[src/dcache_pkg.sv]
package dcache_pkg;

    // cache geometry
    localparam int NUM_WAYS       = 2;
    localparam int NUM_SETS       = 64;
    localparam int WORDS_PER_LINE = 16;
    localparam int BYTES_PER_WORD = 4;
    localparam int BYTE_BITS      = 8;

    // derived field widths
    localparam int WORD_BITS   = BYTES_PER_WORD * BYTE_BITS;
    localparam int WAY_BITS    = $clog2(NUM_WAYS);
    localparam int INDEX_BITS  = $clog2(NUM_SETS);
    localparam int OFFSET_BITS = $clog2(WORDS_PER_LINE);
    localparam int ALIGN_BITS  = $clog2(BYTES_PER_WORD);
    localparam int TAG_BITS    = 32 - INDEX_BITS - OFFSET_BITS - ALIGN_BITS;

    typedef logic [WORD_BITS-1:0] word_t;

    typedef logic [BYTES_PER_WORD-1:0] strobe_t;

    typedef logic [TAG_BITS-1:0] tag_t;

    typedef logic [INDEX_BITS-1:0] index_t;

    typedef logic [OFFSET_BITS-1:0] offset_t;

    typedef logic [WAY_BITS-1:0] way_t;

    // byte address as seen by the cache
    typedef struct packed {
        tag_t                  tag;
        index_t                index;
        offset_t               offset;
        logic [ALIGN_BITS-1:0] align;
    } addr_t;

endpackage

[src/cache_ifs.sv]
`timescale 1ns/100ps

// shared lookup and write lines from the controller, results back per way
interface way_if;
    import dcache_pkg::*;

    index_t  index;
    offset_t offset;
    tag_t    tag;

    logic    wr_en;
    way_t    wr_way;
    strobe_t wr_strobe;
    word_t   wr_data;

    logic    fill_en;
    way_t    fill_way;

    // one element per way
    logic    hit [NUM_WAYS];
    logic    victim_valid [NUM_WAYS];
    logic    victim_dirty [NUM_WAYS];
    tag_t    victim_tag [NUM_WAYS];
    word_t   rd_data [NUM_WAYS];

    modport ctrl (
        output index, offset, tag, wr_en, wr_way, wr_strobe, wr_data, fill_en, fill_way
    );

    modport way (
        input  index, offset, tag, wr_en, wr_way, wr_strobe, wr_data, fill_en, fill_way,
        output hit, victim_valid, victim_dirty, victim_tag, rd_data
    );

    modport sel (
        input hit, victim_valid, victim_dirty, victim_tag, rd_data
    );
endinterface

// combined lookup result between way_select and the controller
interface lookup_if;
    import dcache_pkg::*;

    logic any_hit;
    way_t hit_way;
    logic victim_valid;
    logic victim_dirty;
    tag_t victim_tag;
    way_t victim_way;
    way_t rd_way;

    modport res (
        output any_hit, hit_way, victim_valid, victim_dirty, victim_tag,
        input  victim_way, rd_way
    );

    modport ctrl (
        input  any_hit, hit_way, victim_valid, victim_dirty, victim_tag,
        output victim_way, rd_way
    );
endinterface

[src/cache_ctrl.sv]
`timescale 1ns/100ps

module cache_ctrl (
    input  logic                clk,
    input  logic                resetn,
    input  logic                dreq_valid,
    input  dcache_pkg::addr_t   dreq_addr,
    input  dcache_pkg::strobe_t dreq_strobe,
    input  dcache_pkg::word_t   dreq_data,
    output logic                dresp_addr_ok,
    output logic                dresp_data_ok,
    output logic                creq_valid,
    output logic                creq_is_write,
    output dcache_pkg::addr_t   creq_addr,
    output dcache_pkg::word_t   creq_data,
    input  logic                cresp_ready,
    input  logic                cresp_last,
    input  dcache_pkg::word_t   cresp_data,
    way_if.ctrl                 ways,
    lookup_if.ctrl              lk,
    input  dcache_pkg::word_t   rd_data
);
    import dcache_pkg::*;

    typedef enum logic [1:0] {IDLE, EVICT_READ, WRITEBACK, FETCH} state_t;

    state_t              state;
    offset_t             cnt;
    logic [NUM_SETS-1:0] plru;
    word_t               line_buf [WORDS_PER_LINE];
    logic                data_ok_q;

    // plru bit names the way to replace; it only moves on hits, so the
    // victim stays put while a miss is serviced
    assign lk.victim_way = plru[dreq_addr.index];

    assign dresp_addr_ok = (state == IDLE) && dreq_valid && lk.any_hit;
    assign dresp_data_ok = data_ok_q;

    always_comb begin
        ways.index     = dreq_addr.index;
        ways.tag       = dreq_addr.tag;
        ways.offset    = cnt;
        ways.wr_en     = 1'b0;
        ways.wr_way    = lk.hit_way;
        ways.wr_strobe = dreq_strobe;
        ways.wr_data   = dreq_data;
        ways.fill_en   = 1'b0;
        ways.fill_way  = lk.victim_way;
        lk.rd_way      = lk.victim_way;
        case (state)
            IDLE: begin
                if (lk.any_hit) begin
                    ways.offset = dreq_addr.offset;
                    lk.rd_way   = lk.hit_way;
                end else begin
                    // start reading the victim's first word early
                    ways.offset = '0;
                end
                ways.wr_en = dresp_addr_ok && (dreq_strobe != '0);
            end
            EVICT_READ: begin
                ways.offset = cnt + offset_t'(1);
            end
            FETCH: begin
                ways.wr_en     = cresp_ready;
                ways.wr_way    = lk.victim_way;
                ways.wr_strobe = '1;
                ways.wr_data   = cresp_data;
                ways.fill_en   = cresp_ready && cresp_last;
            end
            default: begin
            end
        endcase
    end

    always_ff @(posedge clk) begin
        if (resetn) begin
            state     <= IDLE;
            cnt       <= '0;
            plru      <= '0;
            data_ok_q <= 1'b0;
        end else begin
            data_ok_q <= dresp_addr_ok;
            if (dresp_addr_ok) begin
                plru[dreq_addr.index] <= ~lk.hit_way;
            end
            case (state)
                IDLE: begin
                    if (dreq_valid && !lk.any_hit) begin
                        state <= (lk.victim_valid && lk.victim_dirty) ? EVICT_READ : FETCH;
                        cnt   <= '0;
                    end
                end
                EVICT_READ: begin
                    cnt <= cnt + offset_t'(1);
                    if (cnt == '1) begin
                        state <= WRITEBACK;
                    end
                end
                WRITEBACK, FETCH: begin
                    if (cresp_ready) begin
                        cnt <= cnt + offset_t'(1);
                        if (cresp_last) begin
                            state <= (state == WRITEBACK) ? FETCH : IDLE;
                            cnt   <= '0;
                        end
                    end
                end
                default: begin
                    state <= IDLE;
                end
            endcase
        end
    end

    // victim words arrive one cycle after their offset
    always_ff @(posedge clk) begin
        if (state == EVICT_READ) begin
            line_buf[cnt] <= rd_data;
        end
    end

    assign creq_valid    = (state == WRITEBACK) || (state == FETCH);
    assign creq_is_write = (state == WRITEBACK);
    assign creq_data     = line_buf[cnt];

    // bursts always start at word zero of the line
    always_comb begin
        creq_addr        = dreq_addr;
        creq_addr.offset = '0;
        creq_addr.align  = '0;
        if (state == WRITEBACK) begin
            creq_addr.tag = lk.victim_tag;
        end
    end

endmodule

[src/flat_wrapper.sv]
// flat-port wrapper written by rule: the top's interface ports become plain ports
module cache_ctrl_flat import dcache_pkg::*;
  (clk, resetn, dreq_valid, dreq_addr, dreq_strobe, dreq_data, dresp_addr_ok, dresp_data_ok, creq_valid, creq_is_write, creq_addr, creq_data, cresp_ready, cresp_last, cresp_data, rd_data, ways_index, ways_offset, ways_tag, ways_wr_en, ways_wr_way, ways_wr_strobe, ways_wr_data, ways_fill_en, ways_fill_way, lk_any_hit, lk_hit_way, lk_victim_valid, lk_victim_dirty, lk_victim_tag, lk_victim_way, lk_rd_way);
  way_if ways_i ();
  lookup_if lk_i ();
  input  logic clk;
  input  logic resetn;
  input  logic dreq_valid;
  input  dcache_pkg::addr_t dreq_addr;
  input  dcache_pkg::strobe_t dreq_strobe;
  input  dcache_pkg::word_t dreq_data;
  output logic dresp_addr_ok;
  output logic dresp_data_ok;
  output logic creq_valid;
  output logic creq_is_write;
  output dcache_pkg::addr_t creq_addr;
  output dcache_pkg::word_t creq_data;
  input  logic cresp_ready;
  input  logic cresp_last;
  input  dcache_pkg::word_t cresp_data;
  input  dcache_pkg::word_t rd_data;
  output wire logic [$bits(ways_i.index)-1:0] ways_index;
  output wire logic [$bits(ways_i.offset)-1:0] ways_offset;
  output wire logic [$bits(ways_i.tag)-1:0] ways_tag;
  output wire logic [$bits(ways_i.wr_en)-1:0] ways_wr_en;
  output wire logic [$bits(ways_i.wr_way)-1:0] ways_wr_way;
  output wire logic [$bits(ways_i.wr_strobe)-1:0] ways_wr_strobe;
  output wire logic [$bits(ways_i.wr_data)-1:0] ways_wr_data;
  output wire logic [$bits(ways_i.fill_en)-1:0] ways_fill_en;
  output wire logic [$bits(ways_i.fill_way)-1:0] ways_fill_way;
  input wire logic [$bits(lk_i.any_hit)-1:0] lk_any_hit;
  input wire logic [$bits(lk_i.hit_way)-1:0] lk_hit_way;
  input wire logic [$bits(lk_i.victim_valid)-1:0] lk_victim_valid;
  input wire logic [$bits(lk_i.victim_dirty)-1:0] lk_victim_dirty;
  input wire logic [$bits(lk_i.victim_tag)-1:0] lk_victim_tag;
  output wire logic [$bits(lk_i.victim_way)-1:0] lk_victim_way;
  output wire logic [$bits(lk_i.rd_way)-1:0] lk_rd_way;
  assign ways_index = ways_i.index;
  assign ways_offset = ways_i.offset;
  assign ways_tag = ways_i.tag;
  assign ways_wr_en = ways_i.wr_en;
  assign ways_wr_way = ways_i.wr_way;
  assign ways_wr_strobe = ways_i.wr_strobe;
  assign ways_wr_data = ways_i.wr_data;
  assign ways_fill_en = ways_i.fill_en;
  assign ways_fill_way = ways_i.fill_way;
  assign lk_i.any_hit = lk_any_hit;
  assign lk_i.hit_way = lk_hit_way;
  assign lk_i.victim_valid = lk_victim_valid;
  assign lk_i.victim_dirty = lk_victim_dirty;
  assign lk_i.victim_tag = lk_victim_tag;
  assign lk_victim_way = lk_i.victim_way;
  assign lk_rd_way = lk_i.rd_way;
  cache_ctrl u_core (.clk(clk), .resetn(resetn), .dreq_valid(dreq_valid), .dreq_addr(dreq_addr), .dreq_strobe(dreq_strobe), .dreq_data(dreq_data), .dresp_addr_ok(dresp_addr_ok), .dresp_data_ok(dresp_data_ok), .creq_valid(creq_valid), .creq_is_write(creq_is_write), .creq_addr(creq_addr), .creq_data(creq_data), .cresp_ready(cresp_ready), .cresp_last(cresp_last), .cresp_data(cresp_data), .ways(ways_i), .lk(lk_i), .rd_data(rd_data));
endmodule
[config.mk]
export PLATFORM = sky130hd
export DESIGN_NAME = cache_ctrl_flat
export DESIGN_NICKNAME = d
export VERILOG_FILES = /design/src/dcache_pkg.sv /design/src/cache_ifs.sv /design/src/cache_ctrl.sv /design/src/flat_wrapper.sv
export SDC_FILE = /design/constraint.sdc
export NUM_CORES = 1
export LEC_CHECK = 0
export BUFFER_PORTS_ARGS = -buffer_cell sky130_fd_sc_hd__buf_4
export CORE_MARGIN = 8
export CORE_UTILIZATION = 35
export CTS_BUF_LIST = sky130_fd_sc_hd__clkbuf_8
export CTS_CLUSTER_SIZE = 8
export DETAILED_ROUTE_END_ITERATION = 10
export PLACE_DENSITY_LB_ADDON = 0.05
export RECOVER_POWER = 50
export REMOVE_ABC_BUFFERS = 1
export SETUP_SLACK_MARGIN = 0.5
export SLEW_MARGIN = 15
export SYNTH_ARGS = -nofsm -noshare
export SYNTH_HDL_FRONTEND = slang
export SYNTH_SLANG_ARGS = --single-unit
[constraint.sdc]
create_clock -name clk -period 3.1 [get_ports clk]
set_input_delay 0.465 -clock clk [delete_from_list [all_inputs] [get_ports clk]]
set_output_delay 0.465 -clock clk [all_outputs]
set_load 0.01 [all_outputs]
==> impl_metrics.json <==
{
  "yosys_most_used_dff": "sky130_fd_sc_hd__edfxtp_1",
  "violations": "setup timing",
  "die-width_microns": 278,
  "min-delay-path-class": "in -> reg",
  "worst_slew_pin_slew_ns": 1.12,
  "cts_inserted_buffers": 102,
  "drt_first_pass_iters": 5,
  "worst_ep_arrival_time_ns": 2.66,
  "route.detailed.vias_per_inst": 5.23,
  "core_area_sq_um": 68200,
  "post_synthesis_sequential_element_count": 587,
  "grt_first_pass_wirelength_microns": 102000,
  "postSynthCellCount": 1237,
  "finalWorstPathRequiredPeriod_ns": 3.13,
  "place_worst_setup_slack_ns": 0.174,
  "syn-mean-instance-area_sq_um": 19.4,
  "timing.final.hold_violations": 0,
  "synth.distinct_cells": 53,
  "synth_area_sq_um": 24000,
  "fin_skew_ns": 0.0187,
  "p_per_area_nw_per_um2": 656,
  "gr-total-overflow": 0,
  "ys_async_sr_fraction_pct": 0,
  "achievable-frequency_mhz": 320,
  "max_cap_viol_count": 0,
  "place_area_sq_um": 27400,
  "postLayoutSetupSlackWorst_ns": -0.0268,
  "dp_hpwl_microns": 41300,
  "ctsRootBufferMaster": "sky130_fd_sc_hd__clkbuf_8",
  "required_ns": 2.63,
  "grt_pass1_vias": 14800,
  "power.share.sequential_pct": 44.2,
  "clock_path_buffers": 3,
  "outcome": "finished with violations",
  "netSwitchingFraction_pct": 26.7,
  "drive_above_1_share_pct": 43.3,
  "die_area_sq_um": 77100,
  "biggest_fanout_along_the_worst_timing_path": 6,
  "chipHeight_microns": 278,
  "critical_path_sink_type": "output port",
  "slew_headroom_pct": 25.4,
  "drt.antenna.violating_nets": 0,
  "wire_per_inst_microns": 27.5,
  "worstSetupPathType": "reg -> out",
  "final_net_count": 1789,
  "total_leakage_power_uw": 0.0102,
  "synthesis.yosys.warnings": 0,
  "gp_congestion": 0.789,
  "antenna_found_initial": 2,
  "cts_tree": "built",
  "pwr-share-comb_pct": 24.6,
  "floorplan.initialDensity_pct": 35.1,
  "port_buffers": 292,
  "placement_rows": 96,
  "switching_power_uw": 5370,
  "timing.critical_path.from_type": "flip-flop",
  "via_count": 13600,
  "slew_violations": 0,
  "yosysSeqAreaShare_pct": 70.5,
  "min_period_over_period_pct": 101,
  "clk_transition_reported_paths_ns": 0.06,
  "cts_max_level": 3,
  "num_io_pins": 301,
  "wl_microns": 71200,
  "drt-initial-drc-count": 960,
  "worstSkewPairLatency_ns": 0.67,
  "total_power_uw": 20100,
  "clock_tree_sinks": 587,
  "post-route-cell-area_sq_um": 30600,
  "groute.usage.overall_pct": 18.1,
  "irDropWorstVdd_v": 0.000263,
  "layout_stage_area_growth_over_the_synthesis_result_pct": 27.8,
  "clock_power_share_pct": 31.2,
  "remaining_drc_errors": 0,
  "finalSetupViolCount": 13,
  "grt_start_max_net_pins": 72,
  "rsz_0062_raised_after_global_routing": "true",
  "cellInternalPower_uw": 14700,
  "synth_enable_flop_cells": 512
}
==> sequential cells by signal, indices dropped and copies added, names as in the netlist, named ones only <==
name,flops
u_core.plru,64
u_core.line_buf,512
u_core.dresp_data_ok,1
u_core.cnt,4
u_core.state,2
==> placed cells by master, fill, tap and decap left out, types with 4 or more instances in the layout <==
master,instances
sky130_fd_sc_hd__edfxtp_1,512
sky130_fd_sc_hd__buf_4,187
sky130_fd_sc_hd__mux4_2,162
sky130_fd_sc_hd__clkbuf_8,106
sky130_fd_sc_hd__buf_6,84
sky130_fd_sc_hd__a21oi_1,66
sky130_fd_sc_hd__dfxtp_1,66
sky130_fd_sc_hd__clkbuf_1,65
sky130_fd_sc_hd__a311oi_1,63
sky130_fd_sc_hd__mux2_4,46
sky130_fd_sc_hd__inv_1,42
sky130_fd_sc_hd__clkinv_1,33
sky130_fd_sc_hd__buf_12,31
sky130_fd_sc_hd__buf_16,26
sky130_fd_sc_hd__nor2_1,19
sky130_fd_sc_hd__mux2i_1,14
sky130_fd_sc_hd__nand2_1,12
sky130_fd_sc_hd__a22oi_1,11
sky130_fd_sc_hd__mux2_2,11
sky130_fd_sc_hd__clkinv_2,11
sky130_fd_sc_hd__nor2_2,7
sky130_fd_sc_hd__diode_2,6
sky130_fd_sc_hd__and2_2,6
sky130_fd_sc_hd__dfxtp_4,6
sky130_fd_sc_hd__conb_1,6
sky130_fd_sc_hd__or2_4,4
sky130_fd_sc_hd__and2_0,4
sky130_fd_sc_hd__and3_1,4
sky130_fd_sc_hd__a22oi_2,4
sky130_fd_sc_hd__o32a_1,4
sky130_fd_sc_hd__ha_4,4
==> Yosys cell counts, drive strengths merged (3+ instances only) <==
master / instances / area (sq um)
a22oi: 15 / 123
nor3: 6 / 57.6
and3: 8 / 50.1
nand2: 15 / 61.3
buf: 78 / 493
mux2i: 14 / 140
nand2b: 3 / 18.8
ha: 8 / 100
mux2: 58 / 664
edfxtp: 512 / 15400
nand3: 5 / 25.0
nor3b: 3 / 37.5
clkbuf: 48 / 180
dfxtp: 75 / 1500
nor2: 27 / 119
or2: 5 / 31.3
o32a: 4 / 40.0
a21oi: 68 / 340
o21ai: 5 / 25.0
a311oi: 63 / 552
inv: 15 / 56.3
a211oi: 3 / 22.5
and2: 13 / 81.3
o221ai: 5 / 43.8
mux4: 162 / 3650
==> critical path, cell delays in order, from the launching register on <==
cell	delay [ns]
sky130_fd_sc_hd__dfxtp_4	0.38
sky130_fd_sc_hd__buf_12	0.15
sky130_fd_sc_hd__buf_12	0.16
sky130_fd_sc_hd__buf_16	0.15
sky130_fd_sc_hd__mux4_2	0.48
sky130_fd_sc_hd__mux4_2	0.51
sky130_fd_sc_hd__buf_6	0.14
==> per-stage QoR <==
step | cells | util [%] | TNS [ns] | hold WS, ns
after floorplan | 1116 | - | -122.29 | 0.459
after global placement | 2346 | 40.1 | 0 | 0.492
after detailed placement | 2346 | 40.1 | 0 | 0.500
after CTS | 2572 | 44.5 | -2.71 | 0.0206
after global routing | 2589 | 44.9 | -3.90 | 0.0800
final | 2590 | 44.9 | -0.219 | 0.110
==> area by class of cell <==
| class | count | area, sq um |
|---|---|---|
| fillers | 6011 | 37600 |
| flip-flops and latches | 587 | 16900 |
| multi-input cells | 514 | 6670 |
| repair buffers | 400 | 4060 |
| clock buffers | 106 | 1460 |
| well taps | 882 | 1100 |
| clock inverters | 80 | 332 |
| inverters | 15 | 63.8 |
| diodes | 6 | 15.0 |
==> cell families after synthesis <==
logic type / share of synthesized area, %
flip-flops: 70.5
adder cells (fa/ha/maj): 0.418
other: 0.0157
buffers and inverters: 3.05
AND/OR/NAND/NOR: 2.35
AO/OA/AOI/OAI: 5.08
XOR/XNOR: 0.0366
multiplexers: 18.6
==> metal layers <==
metal,track usage [%],vias to the layer above,share of wire (%)
li1,-,5923,-
met1,22.7,7092,42
met2,31.3,456,51
met3,3.92,80,5.3
met4,4.97,0,1.7
met5,0,-,0
==> power groups by stage <==
stage / Clock [uW] / Combinational (uW) / Sequential (uW)
after floorplan: 0 / 1880 / 9210
after global placement: 0 / 3630 / 9020
after detailed placement: 0 / 3640 / 9030
after CTS: 6500 / 4760 / 8890
after global routing: 6840 / 5250 / 8890
final: 6260 / 4940 / 8880
==> what timing repair did <==
action / in CTS / in global routing
hold endpoints to repair: 1 / 0
pin swaps: 8 / 9
endpoints found under the setup margin: 94 / 50
hold buffers: 1 / 0
buffers inserted: 18 / 10
gates resized for setup: 109 / 107
cloned: 21 / 2
==> final timing paths <==
check,startpoint,end,slack [ns],cells after the start
worst max-delay path,flip-flop,creq_data[31],-0.03,6
worst min-delay path,lk_victim_dirty,u_core.state[1],0.11,3
worst min register to register,u_core.state[1],u_core.state[1],0.50,2
worst max register to register,u_core.state[0],u_core.line_buf[3][4],0.23,7
No activity file was read; power rests on OpenSTA's default activity.
