$ cat config.mk
export PLATFORM = sky130hd
export DESIGN_NAME = way_select_flat
export DESIGN_NICKNAME = d
export VERILOG_FILES = /design/src/dcache_pkg.sv /design/src/cache_ifs.sv /design/src/way_select.sv /design/src/flat_wrapper.sv
export SDC_FILE = /design/constraint.sdc
export NUM_CORES = 1
export LEC_CHECK = 0
export BUFFER_PORTS_ARGS = -buffer_cell sky130_fd_sc_hd__buf_2
export CAP_MARGIN = 20
export CORE_AREA = 2 2 65 67
export CTS_CLUSTER_SIZE = 10
export DETAILED_ROUTE_END_ITERATION = 12
export DIE_AREA = 0 0 67 69
export PLACE_DENSITY = 0.84
export SLEW_MARGIN = 20
export SYNTH_ARGS = -nofsm -noshare
export SYNTH_HDL_FRONTEND = slang
export SYNTH_SLANG_ARGS = --single-unit
$ cat constraint.sdc
create_clock -name clk -period 2.1 [get_ports clk]
set_input_delay 0 -clock clk [delete_from_list [all_inputs] [get_ports clk]]
set_output_delay 0 -clock clk [all_outputs]
set_load 0.05 [all_outputs]
$ cat src/dcache_pkg.sv
package dcache_pkg;

    // cache geometry
    localparam int NUM_WAYS       = 2;
    localparam int NUM_SETS       = 64;
    localparam int WORDS_PER_LINE = 16;
    localparam int BYTES_PER_WORD = 4;
    localparam int BYTE_BITS      = 8;

    // derived field widths
    localparam int WORD_BITS   = BYTES_PER_WORD * BYTE_BITS;
    localparam int WAY_BITS    = $clog2(NUM_WAYS);
    localparam int INDEX_BITS  = $clog2(NUM_SETS);
    localparam int OFFSET_BITS = $clog2(WORDS_PER_LINE);
    localparam int ALIGN_BITS  = $clog2(BYTES_PER_WORD);
    localparam int TAG_BITS    = 32 - INDEX_BITS - OFFSET_BITS - ALIGN_BITS;

    typedef logic [WORD_BITS-1:0] word_t;

    typedef logic [BYTES_PER_WORD-1:0] strobe_t;

    typedef logic [TAG_BITS-1:0] tag_t;

    typedef logic [INDEX_BITS-1:0] index_t;

    typedef logic [OFFSET_BITS-1:0] offset_t;

    typedef logic [WAY_BITS-1:0] way_t;

    // byte address as seen by the cache
    typedef struct packed {
        tag_t                  tag;
        index_t                index;
        offset_t               offset;
        logic [ALIGN_BITS-1:0] align;
    } addr_t;

endpackage

$ cat src/cache_ifs.sv
`timescale 1ns/100ps

// shared lookup and write lines from the controller, results back per way
interface way_if;
    import dcache_pkg::*;

    index_t  index;
    offset_t offset;
    tag_t    tag;

    logic    wr_en;
    way_t    wr_way;
    strobe_t wr_strobe;
    word_t   wr_data;

    logic    fill_en;
    way_t    fill_way;

    // one element per way
    logic    hit [NUM_WAYS];
    logic    victim_valid [NUM_WAYS];
    logic    victim_dirty [NUM_WAYS];
    tag_t    victim_tag [NUM_WAYS];
    word_t   rd_data [NUM_WAYS];

    modport ctrl (
        output index, offset, tag, wr_en, wr_way, wr_strobe, wr_data, fill_en, fill_way
    );

    modport way (
        input  index, offset, tag, wr_en, wr_way, wr_strobe, wr_data, fill_en, fill_way,
        output hit, victim_valid, victim_dirty, victim_tag, rd_data
    );

    modport sel (
        input hit, victim_valid, victim_dirty, victim_tag, rd_data
    );
endinterface

// combined lookup result between way_select and the controller
interface lookup_if;
    import dcache_pkg::*;

    logic any_hit;
    way_t hit_way;
    logic victim_valid;
    logic victim_dirty;
    tag_t victim_tag;
    way_t victim_way;
    way_t rd_way;

    modport res (
        output any_hit, hit_way, victim_valid, victim_dirty, victim_tag,
        input  victim_way, rd_way
    );

    modport ctrl (
        input  any_hit, hit_way, victim_valid, victim_dirty, victim_tag,
        output victim_way, rd_way
    );
endinterface

$ cat src/way_select.sv
`timescale 1ns/100ps

module way_select (
    input  logic              clk,
    input  logic              resetn,
    way_if.sel                ways,
    lookup_if.res             lk,
    output dcache_pkg::word_t rd_data
);
    import dcache_pkg::*;

    way_t rd_way_q;

    // at most one way hits for a given tag
    always_comb begin
        lk.any_hit = 1'b0;
        lk.hit_way = '0;
        for (int w = 0; w < NUM_WAYS; w++) begin
            if (ways.hit[w]) begin
                lk.any_hit = 1'b1;
                lk.hit_way = way_t'(w);
            end
        end
    end

    // metadata of the way picked for replacement
    assign lk.victim_valid = ways.victim_valid[lk.victim_way];
    assign lk.victim_dirty = ways.victim_dirty[lk.victim_way];
    assign lk.victim_tag   = ways.victim_tag[lk.victim_way];

    // ways read one cycle late, so the select follows
    always_ff @(posedge clk) begin
        if (resetn) begin
            rd_way_q <= '0;
        end else begin
            rd_way_q <= lk.rd_way;
        end
    end

    assign rd_data = ways.rd_data[rd_way_q];

endmodule

$ cat src/flat_wrapper.sv
// flat-port wrapper written by rule: the top's interface ports become plain ports
module way_select_flat import dcache_pkg::*;
  (clk, resetn, rd_data, ways_hit, ways_victim_valid, ways_victim_dirty, ways_victim_tag, ways_rd_data, lk_any_hit, lk_hit_way, lk_victim_valid, lk_victim_dirty, lk_victim_tag, lk_victim_way, lk_rd_way);
  way_if ways_i ();
  lookup_if lk_i ();
  input  logic clk;
  input  logic resetn;
  output dcache_pkg::word_t rd_data;
  input wire logic [$bits(ways_i.hit)-1:0] ways_hit;
  input wire logic [$bits(ways_i.victim_valid)-1:0] ways_victim_valid;
  input wire logic [$bits(ways_i.victim_dirty)-1:0] ways_victim_dirty;
  input wire logic [$bits(ways_i.victim_tag)-1:0] ways_victim_tag;
  input wire logic [$bits(ways_i.rd_data)-1:0] ways_rd_data;
  output wire logic [$bits(lk_i.any_hit)-1:0] lk_any_hit;
  output wire logic [$bits(lk_i.hit_way)-1:0] lk_hit_way;
  output wire logic [$bits(lk_i.victim_valid)-1:0] lk_victim_valid;
  output wire logic [$bits(lk_i.victim_dirty)-1:0] lk_victim_dirty;
  output wire logic [$bits(lk_i.victim_tag)-1:0] lk_victim_tag;
  input wire logic [$bits(lk_i.victim_way)-1:0] lk_victim_way;
  input wire logic [$bits(lk_i.rd_way)-1:0] lk_rd_way;
  assign ways_i.hit = {>>{ways_hit}};
  assign ways_i.victim_valid = {>>{ways_victim_valid}};
  assign ways_i.victim_dirty = {>>{ways_victim_dirty}};
  assign ways_i.victim_tag = {>>{ways_victim_tag}};
  assign ways_i.rd_data = {>>{ways_rd_data}};
  assign lk_any_hit = lk_i.any_hit;
  assign lk_hit_way = lk_i.hit_way;
  assign lk_victim_valid = lk_i.victim_valid;
  assign lk_victim_dirty = lk_i.victim_dirty;
  assign lk_victim_tag = lk_i.victim_tag;
  assign lk_i.victim_way = lk_victim_way;
  assign lk_i.rd_way = lk_rd_way;
  way_select u_core (.clk(clk), .resetn(resetn), .ways(ways_i), .lk(lk_i), .rd_data(rd_data));
endmodule
==> reports/summary.txt, run 1 <==
status -> completed
most flop-heavy register -> u_core.rd_way_q
Ports -> 170
max-slew violation count -> 0
Mapped Nets -> 178
site row count -> 23
area leader, netlist -> mux2_4
Hold Buf Count CTS -> 0
Yosys reg bits -> 1
Setup Fix Bufs, Post-CTS -> 0
Vias -> 1,131
drt initial violations -> 29
commonest cells after routing, fill and taps aside -> buf_2, mux2_4, mux2_2
synth unique cells -> 8
top flop regs -> u_core.rd_way_q: 1 flops
Post-Synthesis Cells -> 64
RSZ-0062 raised after global routing -> false
Die Span X -> 67 um
vias in the first global route -> 1,220
drt pass-1 iters -> 2
fraction of the yosys area taken by sequential cells -> 0.0234
worst-path fanout max -> 20
first-pass GRT wire length -> 5340 um
mapped cell area -> 855 sq um
drt drc -> 0
core area -> 3910 sq um
CP arrival -> 1.33 ns
vias per cell -> 4.08
die height -> 69 um
syn avg cell area -> 13.4 sq um
Layout Nets -> 343
Worst Setup EP -> rd_data[30]
Max-slew headroom -> 0.689
Synth area leaders -> mux2_4, mux2_2, buf_12, buf_6, dfxtp_1
Worst setup SP type -> flip-flop
grt ovf -> 0
Worst Max-Slew Pin Slew -> 0.466 ns
Hold Vio Cnt, Final -> 0
routed wire length per instance -> 12.6 um
Synth-to-Final Area Change -> 96.9%
Synthesis Warnings -> 0
number of diodes -> 0
dpl hpwl -> 3240 um
Leak -> 1.00 nW
period utilization -> 0.633
CP Class -> reg -> out
CP endpoint kind -> primary output
FMAX -> 752 MHz
Die ar. -> 4620 sq um
Fin Setup TNS -> 0 ns
PostCTS Resize Cnt -> 0
min Tclk post-route -> 1.33 ns
WP data required -> 2.10 ns
Yosys top cell area share -> 0.527
most common cell after layout, fill and taps aside -> buf_2
worst setup path startpoint -> u_core.rd_way_q
initial antenna violation count -> 0
dpl ws -> 0.757 ns
Initial Util -> 0.218
gpl congestion -> 0.781
CTS clock-pin slew for the worst setup and hold paths -> 0 ns
post-route cell area -> 1680 sq um
Port Buf Inserts -> 169
pin count of the biggest net entering global routing -> 23
Max VDD drop -> 0.000225 V
share of post-route cells with drive strength above 1 -> 0.996
wirelength, routed -> 3490 um
max cap viols -> 0
setup ws final -> 0.770 ns
Finish-stage setup viols -> 0
HP Class -> in -> reg
Hold Path Stages -> 2
max reg flops -> 1
Post-DRT Antenna Nets -> 0
DP Area -> 1680 sq um
Hold WS -> 0.157 ns
Total GRT Usage -> 0.139
Power Density -> 390 nW/um^2
[final cells by class]
| cell class | count | area [sq um] |
|---|---|---|
| fill | 384 | 2230 |
| timing repair buffer | 170 | 866 |
| multi-input combinational | 56 | 733 |
| tap | 50 | 62.6 |
| sequential | 1 | 21.3 |
[kinds of logic (layout without fill, tap and decap cells)]
kind of cell | after synthesis | count (layout) | synth area share
buffers and inverters | 7 | 170 | 0.119
flip-flops | 1 | 1 | 0.0234
AND/OR/NAND/NOR | 2 | 2 | 0.0147
multiplexers | 54 | 54 | 0.843
[synth_stat cells]
cell,instances
mux2_2,24
buf_4,1
nor2b_1,1
or2_2,1
buf_6,3
buf_12,3
dfxtp_1,1
mux2_4,30
[report_power, final]
| group | leakage (nW) | switching [mW] | internal (mW) |
|---|---|---|---|
| Sequential | 0.00860 | 0.00601 | 0.0207 |
| Combinational | 0.996 | 0.397 | 0.232 |
| Clock | 0 | 0 | 0 |
| Total | 1.00 | 0.403 | 0.253 |
[routing by layer]
metal	vias to the layer above	wire length, um	global-route usage
met5	-	0	0
met2	55	2000	0.275
met3	0	208	0.0147
met1	508	1290	0.158
met4	0	0	0.0113
li1	568	-	-
[worst min-delay path by stage]
stage | start | end | slack (ns)
2_1_floorplan | resetn | u_core.rd_way_q | 0.07
3_3_place_gp | resetn | u_core.rd_way_q | 0.16
3_5_place_dp | resetn | u_core.rd_way_q | 0.16
4_1_cts | resetn | u_core.rd_way_q | 0.16
5_1_grt | resetn | u_core.rd_way_q | 0.18
6_report | resetn | u_core.rd_way_q | 0.16
[critical path, cell delays in order, from the launching register on]
cell	delay (ns)
dfxtp_2	0.55
buf_12	0.25
mux2_4	0.31
buf_2	0.21
[per-stage QoR]
step / power [mW] / cells / util
final: 0.656 / 277 / 0.430
after global routing: 0.684 / 277 / 0.430
after CTS: 0.660 / 277 / 0.430
after detailed placement: 0.659 / 277 / 0.430
after global placement: 0.652 / 277 / 0.430
after floorplan: 0.493 / 64 / -
Power figures use the tool's default switching activity.
==> run 2, diff against run 1 <==
CORE_AREA = 2 2 66 68   (was 2 2 65 67)
DIE_AREA = 0 0 68 70   (was 0 0 67 69)
PLACE_DENSITY = 0.82   (was 0.84)
clock period = 1.3 ns   (was 2.1 ns; I/O delays follow)
==> run 2 against run 1 <==
  * Worst hold slack got worse by 0.0020 ns
  * Flip-flop and latch count stayed put
  * Global-route usage grew 0.42 points
  * Critical endpoint is now rd_data[26]
  * Power up 64%
  * Setup slack got worse by 0.55 ns
  * Largest cell class unchanged
==> reports/summary.txt, run 2 (synthesized netlist as in run 1, its figures left out) <==
initial antenna violation count -> 0
post-route cell area -> 1710 sq um
Total Power -> 1.07 mW
FILL cells -> 407
worst-path fanout max -> 20
grt ovf -> 0
gpl congestion -> 0.917
commonest cells after routing, fill and taps aside -> buf_2, mux2_4, mux2_2
Ports -> 170
Port Buf Inserts -> 169
Layout Nets -> 344
Total GRT Usage -> 0.143
most flop-heavy register -> u_core.rd_way_q
CP arrival -> 1.08 ns
first-pass GRT wire length -> 5290 um
most common cell after layout, fill and taps aside -> buf_2
vias in the first global route -> 1,142
max cap viols -> 0
drt pass-1 iters -> 4
dpl ws -> 0.210 ns
Fin Setup TNS -> 0 ns
Vias -> 1,200
Max VDD drop -> 0.000376 V
Die Span X -> 68 um
Worst Max-Slew Pin Slew -> 0.460 ns
PostCTS Resize Cnt -> 0
routed wire length per instance -> 13.8 um
final cell count without fillers -> 280
placed cell count -> 280
status -> completed
final design utilization -> 0.412
CP endpoint kind -> primary output
Setup Fix Bufs, Post-CTS -> 0
Synth-to-Final Area Change -> 99.6%
vias per cell -> 4.29
min Tclk post-route -> 1.08 ns
drt drc -> 0
die height -> 70 um
max-slew violation count -> 0
dpl hpwl -> 3530 um
Hold WS -> 0.155 ns
Hold Buf Count CTS -> 0
GRT met2 Usage -> 0.276
max reg flops -> 1
RSZ-0062 raised after global routing -> false
setup ws final -> 0.215 ns
GR peak layer -> met2
WP data required -> 1.30 ns
share of post-route cells with drive strength above 1 -> 0.996
Leak -> 1.01 nW
number of diodes -> 0
Die ar. -> 4760 sq um
Hold Vio Cnt, Final -> 0
top flop regs -> u_core.rd_way_q: 1 flops
wirelength, routed -> 3850 um
Max-slew headroom -> 0.693
period utilization -> 0.834
Post-DRT Antenna Nets -> 0
Finish-stage setup viols -> 0
Power Density -> 630 nW/um^2
site row count -> 24
pin count of the biggest net entering global routing -> 23
core area -> 4140 sq um
met3 GRT Util -> 0.00644
met1 GRT Util -> 0.175
CP Class -> reg -> out
DP Area -> 1710 sq um
HP Class -> in -> reg
Initial Util -> 0.206
drt initial violations -> 47
Worst setup SP type -> flip-flop
CTS clock-pin slew for the worst setup and hold paths -> 0 ns
FMAX -> 922 MHz
## run 2: final timing paths
check / from / end / slack [ns] / depth (start not counted)
worst max-delay path: u_core.rd_way_q / rd_data[26] / 0.22 / 3
worst min-delay path: resetn / u_core.rd_way_q / 0.16 / 2
## run 2: power by group
| group | leakage [nW] | switching, mW | internal, mW |
|---|---|---|---|
| sequential | 0.00860 | 0.00252 | 0.0334 |
| clock | 0 | 0 | 0 |
| combinational | 1.00 | 0.657 | 0.382 |
| total | 1.01 | 0.659 | 0.415 |
## run 2: final cells by class
class,count,area (sq um),share of cell area
multi-input cells,56,733,0.430
flip-flops and latches,1,21.3,0.0125
well taps,52,65.1,0.0382
repair buffers,171,886,0.519
## run 2: per-layer routing
layer,part of all wire,vias up
li1,-,567
met1,0.37,545
met2,0.55,86
met3,0.076,2
met4,0.0031,0
met5,0,-
## run 2: worst max-delay path, stage by stage (launching register included)
cell and delay (ns):
dfxtp_2 0.35, buf_12 0.20, mux2_4 0.31, buf_2 0.21
==> run 3, diff against run 2 <==
clock period = 1.1 ns   (was 1.3 ns; I/O delays follow)
==> run 3 against run 2 <==
  * Power is 19% higher
  * Flip-flop and latch count unchanged
  * First-iteration DRC count down 32%
  * Combinational power rose by 18%
  * Final cell count up 0.36%
  * Die area did not move
  * Final area up 1.2%
  * Sequential power rose by 18%
  * Core utilization up 0.48 points
  * Wire length decreased by 1.1%
  * Largest cell class unchanged
  * Highest routed layer unchanged
==> reports/summary.txt, run 3 (synthesized netlist as in run 1, its figures left out) <==
Initial Util -> 0.206
Layout Nets -> 345
Port Buf Inserts -> 169
initial antenna violation count -> 0
CTS clock-pin slew for the worst setup and hold paths -> 0 ns
slowest CP cell -> dfxtp_2
Worst Setup EP -> rd_data[23]
max-slew violation count -> 0
routed wire length per instance -> 13.6 um
drt initial violations -> 32
Die ar. -> 4760 sq um
pin count of the biggest net entering global routing -> 23
max reg flops -> 1
worst-path fanout max -> 20
Finish-stage setup viols -> 0
Power Density -> 740 nW/um^2
Total GRT Usage -> 0.143
DP Area -> 1730 sq um
Buf/Inv on CP -> 2
FMAX -> 929 MHz
min Tclk post-route -> 1.08 ns
Vias -> 1,187
CP arrival -> 1.08 ns
RSZ-0062 raised after global routing -> true
final cell count without fillers -> 281
cells along the critical path -> buf_12 -> mux2_4 -> buf_2
Levels on crit path -> 3
Total Power -> 1.28 mW
crit-path leading delay family -> buffers and inverters
most common cell after layout, fill and taps aside -> buf_2
gpl congestion -> 0.923
commonest cells after routing, fill and taps aside -> buf_2, mux2_4, mux2_2
Leak -> 1.02 nW
wirelength, routed -> 3810 um
Max-slew headroom -> 0.828
post-route cell area -> 1730 sq um
PostCTS Resize Cnt -> 0
drt drc -> 0
final design utilization -> 0.416
placed cell count -> 281
HP Class -> in -> reg
Hold Vio Cnt, Final -> 0
CP endpoint kind -> primary output
top flop regs -> u_core.rd_way_q: 1 flops
Die Span X -> 68 um
first-pass GRT wire length -> 5230 um
core area -> 4140 sq um
Post-DRT Antenna Nets -> 0
period utilization -> 0.979
drt pass-1 iters -> 4
max cap viols -> 0
Hold WS -> 0.152 ns
site row count -> 24
Setup Fix Bufs, Post-CTS -> 0
Synth-to-Final Area Change -> 102%
status -> completed
CP max stage delay -> 0.35 ns
WP data required -> 1.10 ns
Worst setup SP type -> flip-flop
number of diodes -> 0
Max VDD drop -> 0.000367 V
Ports -> 170
die height -> 70 um
share of post-route cells with drive strength above 1 -> 0.996
vias per cell -> 4.22
vias in the first global route -> 1,195
most flop-heavy register -> u_core.rd_way_q
worst setup path startpoint -> u_core.rd_way_q
Worst Max-Slew Pin Slew -> 0.260 ns
grt ovf -> 0
CP Class -> reg -> out
[run 3: cell count changes in the layout (fill, tap and decap cells not counted), sizes merged]
cell / before / now
buf: 171 / 172
[run 3: layer usage]
layer  vias to the layer above  track usage  routed length, um
met2                        72        0.294               2140
met5                         -            0                  0
met1                       544        0.164               1340
met3                         2      0.00161                313
met4                         0      0.00444                 14
li1                        569            -                  -
[run 3: timing repair]
action                                  CTS  global route
hold buffers                              0             0
endpoints found under the setup margin    0             6
hold endpoints to repair                  0             0
[run 3: how the worst min path moves through the flow]
stage	cells after the start	start	endpoint	slack [ns]
global placement	2	resetn	u_core.rd_way_q	0.16
detailed placement	2	resetn	u_core.rd_way_q	0.16
global route	2	resetn	u_core.rd_way_q	0.17
finish	2	resetn	u_core.rd_way_q	0.15
floorplan	1	resetn	u_core.rd_way_q	0.07
CTS	2	resetn	u_core.rd_way_q	0.16
[run 3: per-stage QoR]
step | TNS [ns] | setup slack [ns]
floorplan | 0 | 0.147
global placement | 0 | 0.0288
detailed placement | 0 | 0.0162
CTS | 0 | 0.0162
global route | -0.0130 | -0.00274
finish | 0 | 0.0233
[run 3: cell type report]
class                   count  area, sq um
fillers                   424         2420
repair buffers            172          906
multi-input cells          56          733
well taps                  52         65.1
flip-flops and latches      1         21.3
[run 3: where the power goes]
| group | switching (mW) | internal [mW] | total, mW |
|---|---|---|---|
| registers | 0.00296 | 0.0395 | 0.0424 |
| logic | 0.777 | 0.458 | 1.23 |
| clock network | 0 | 0 | 0 |
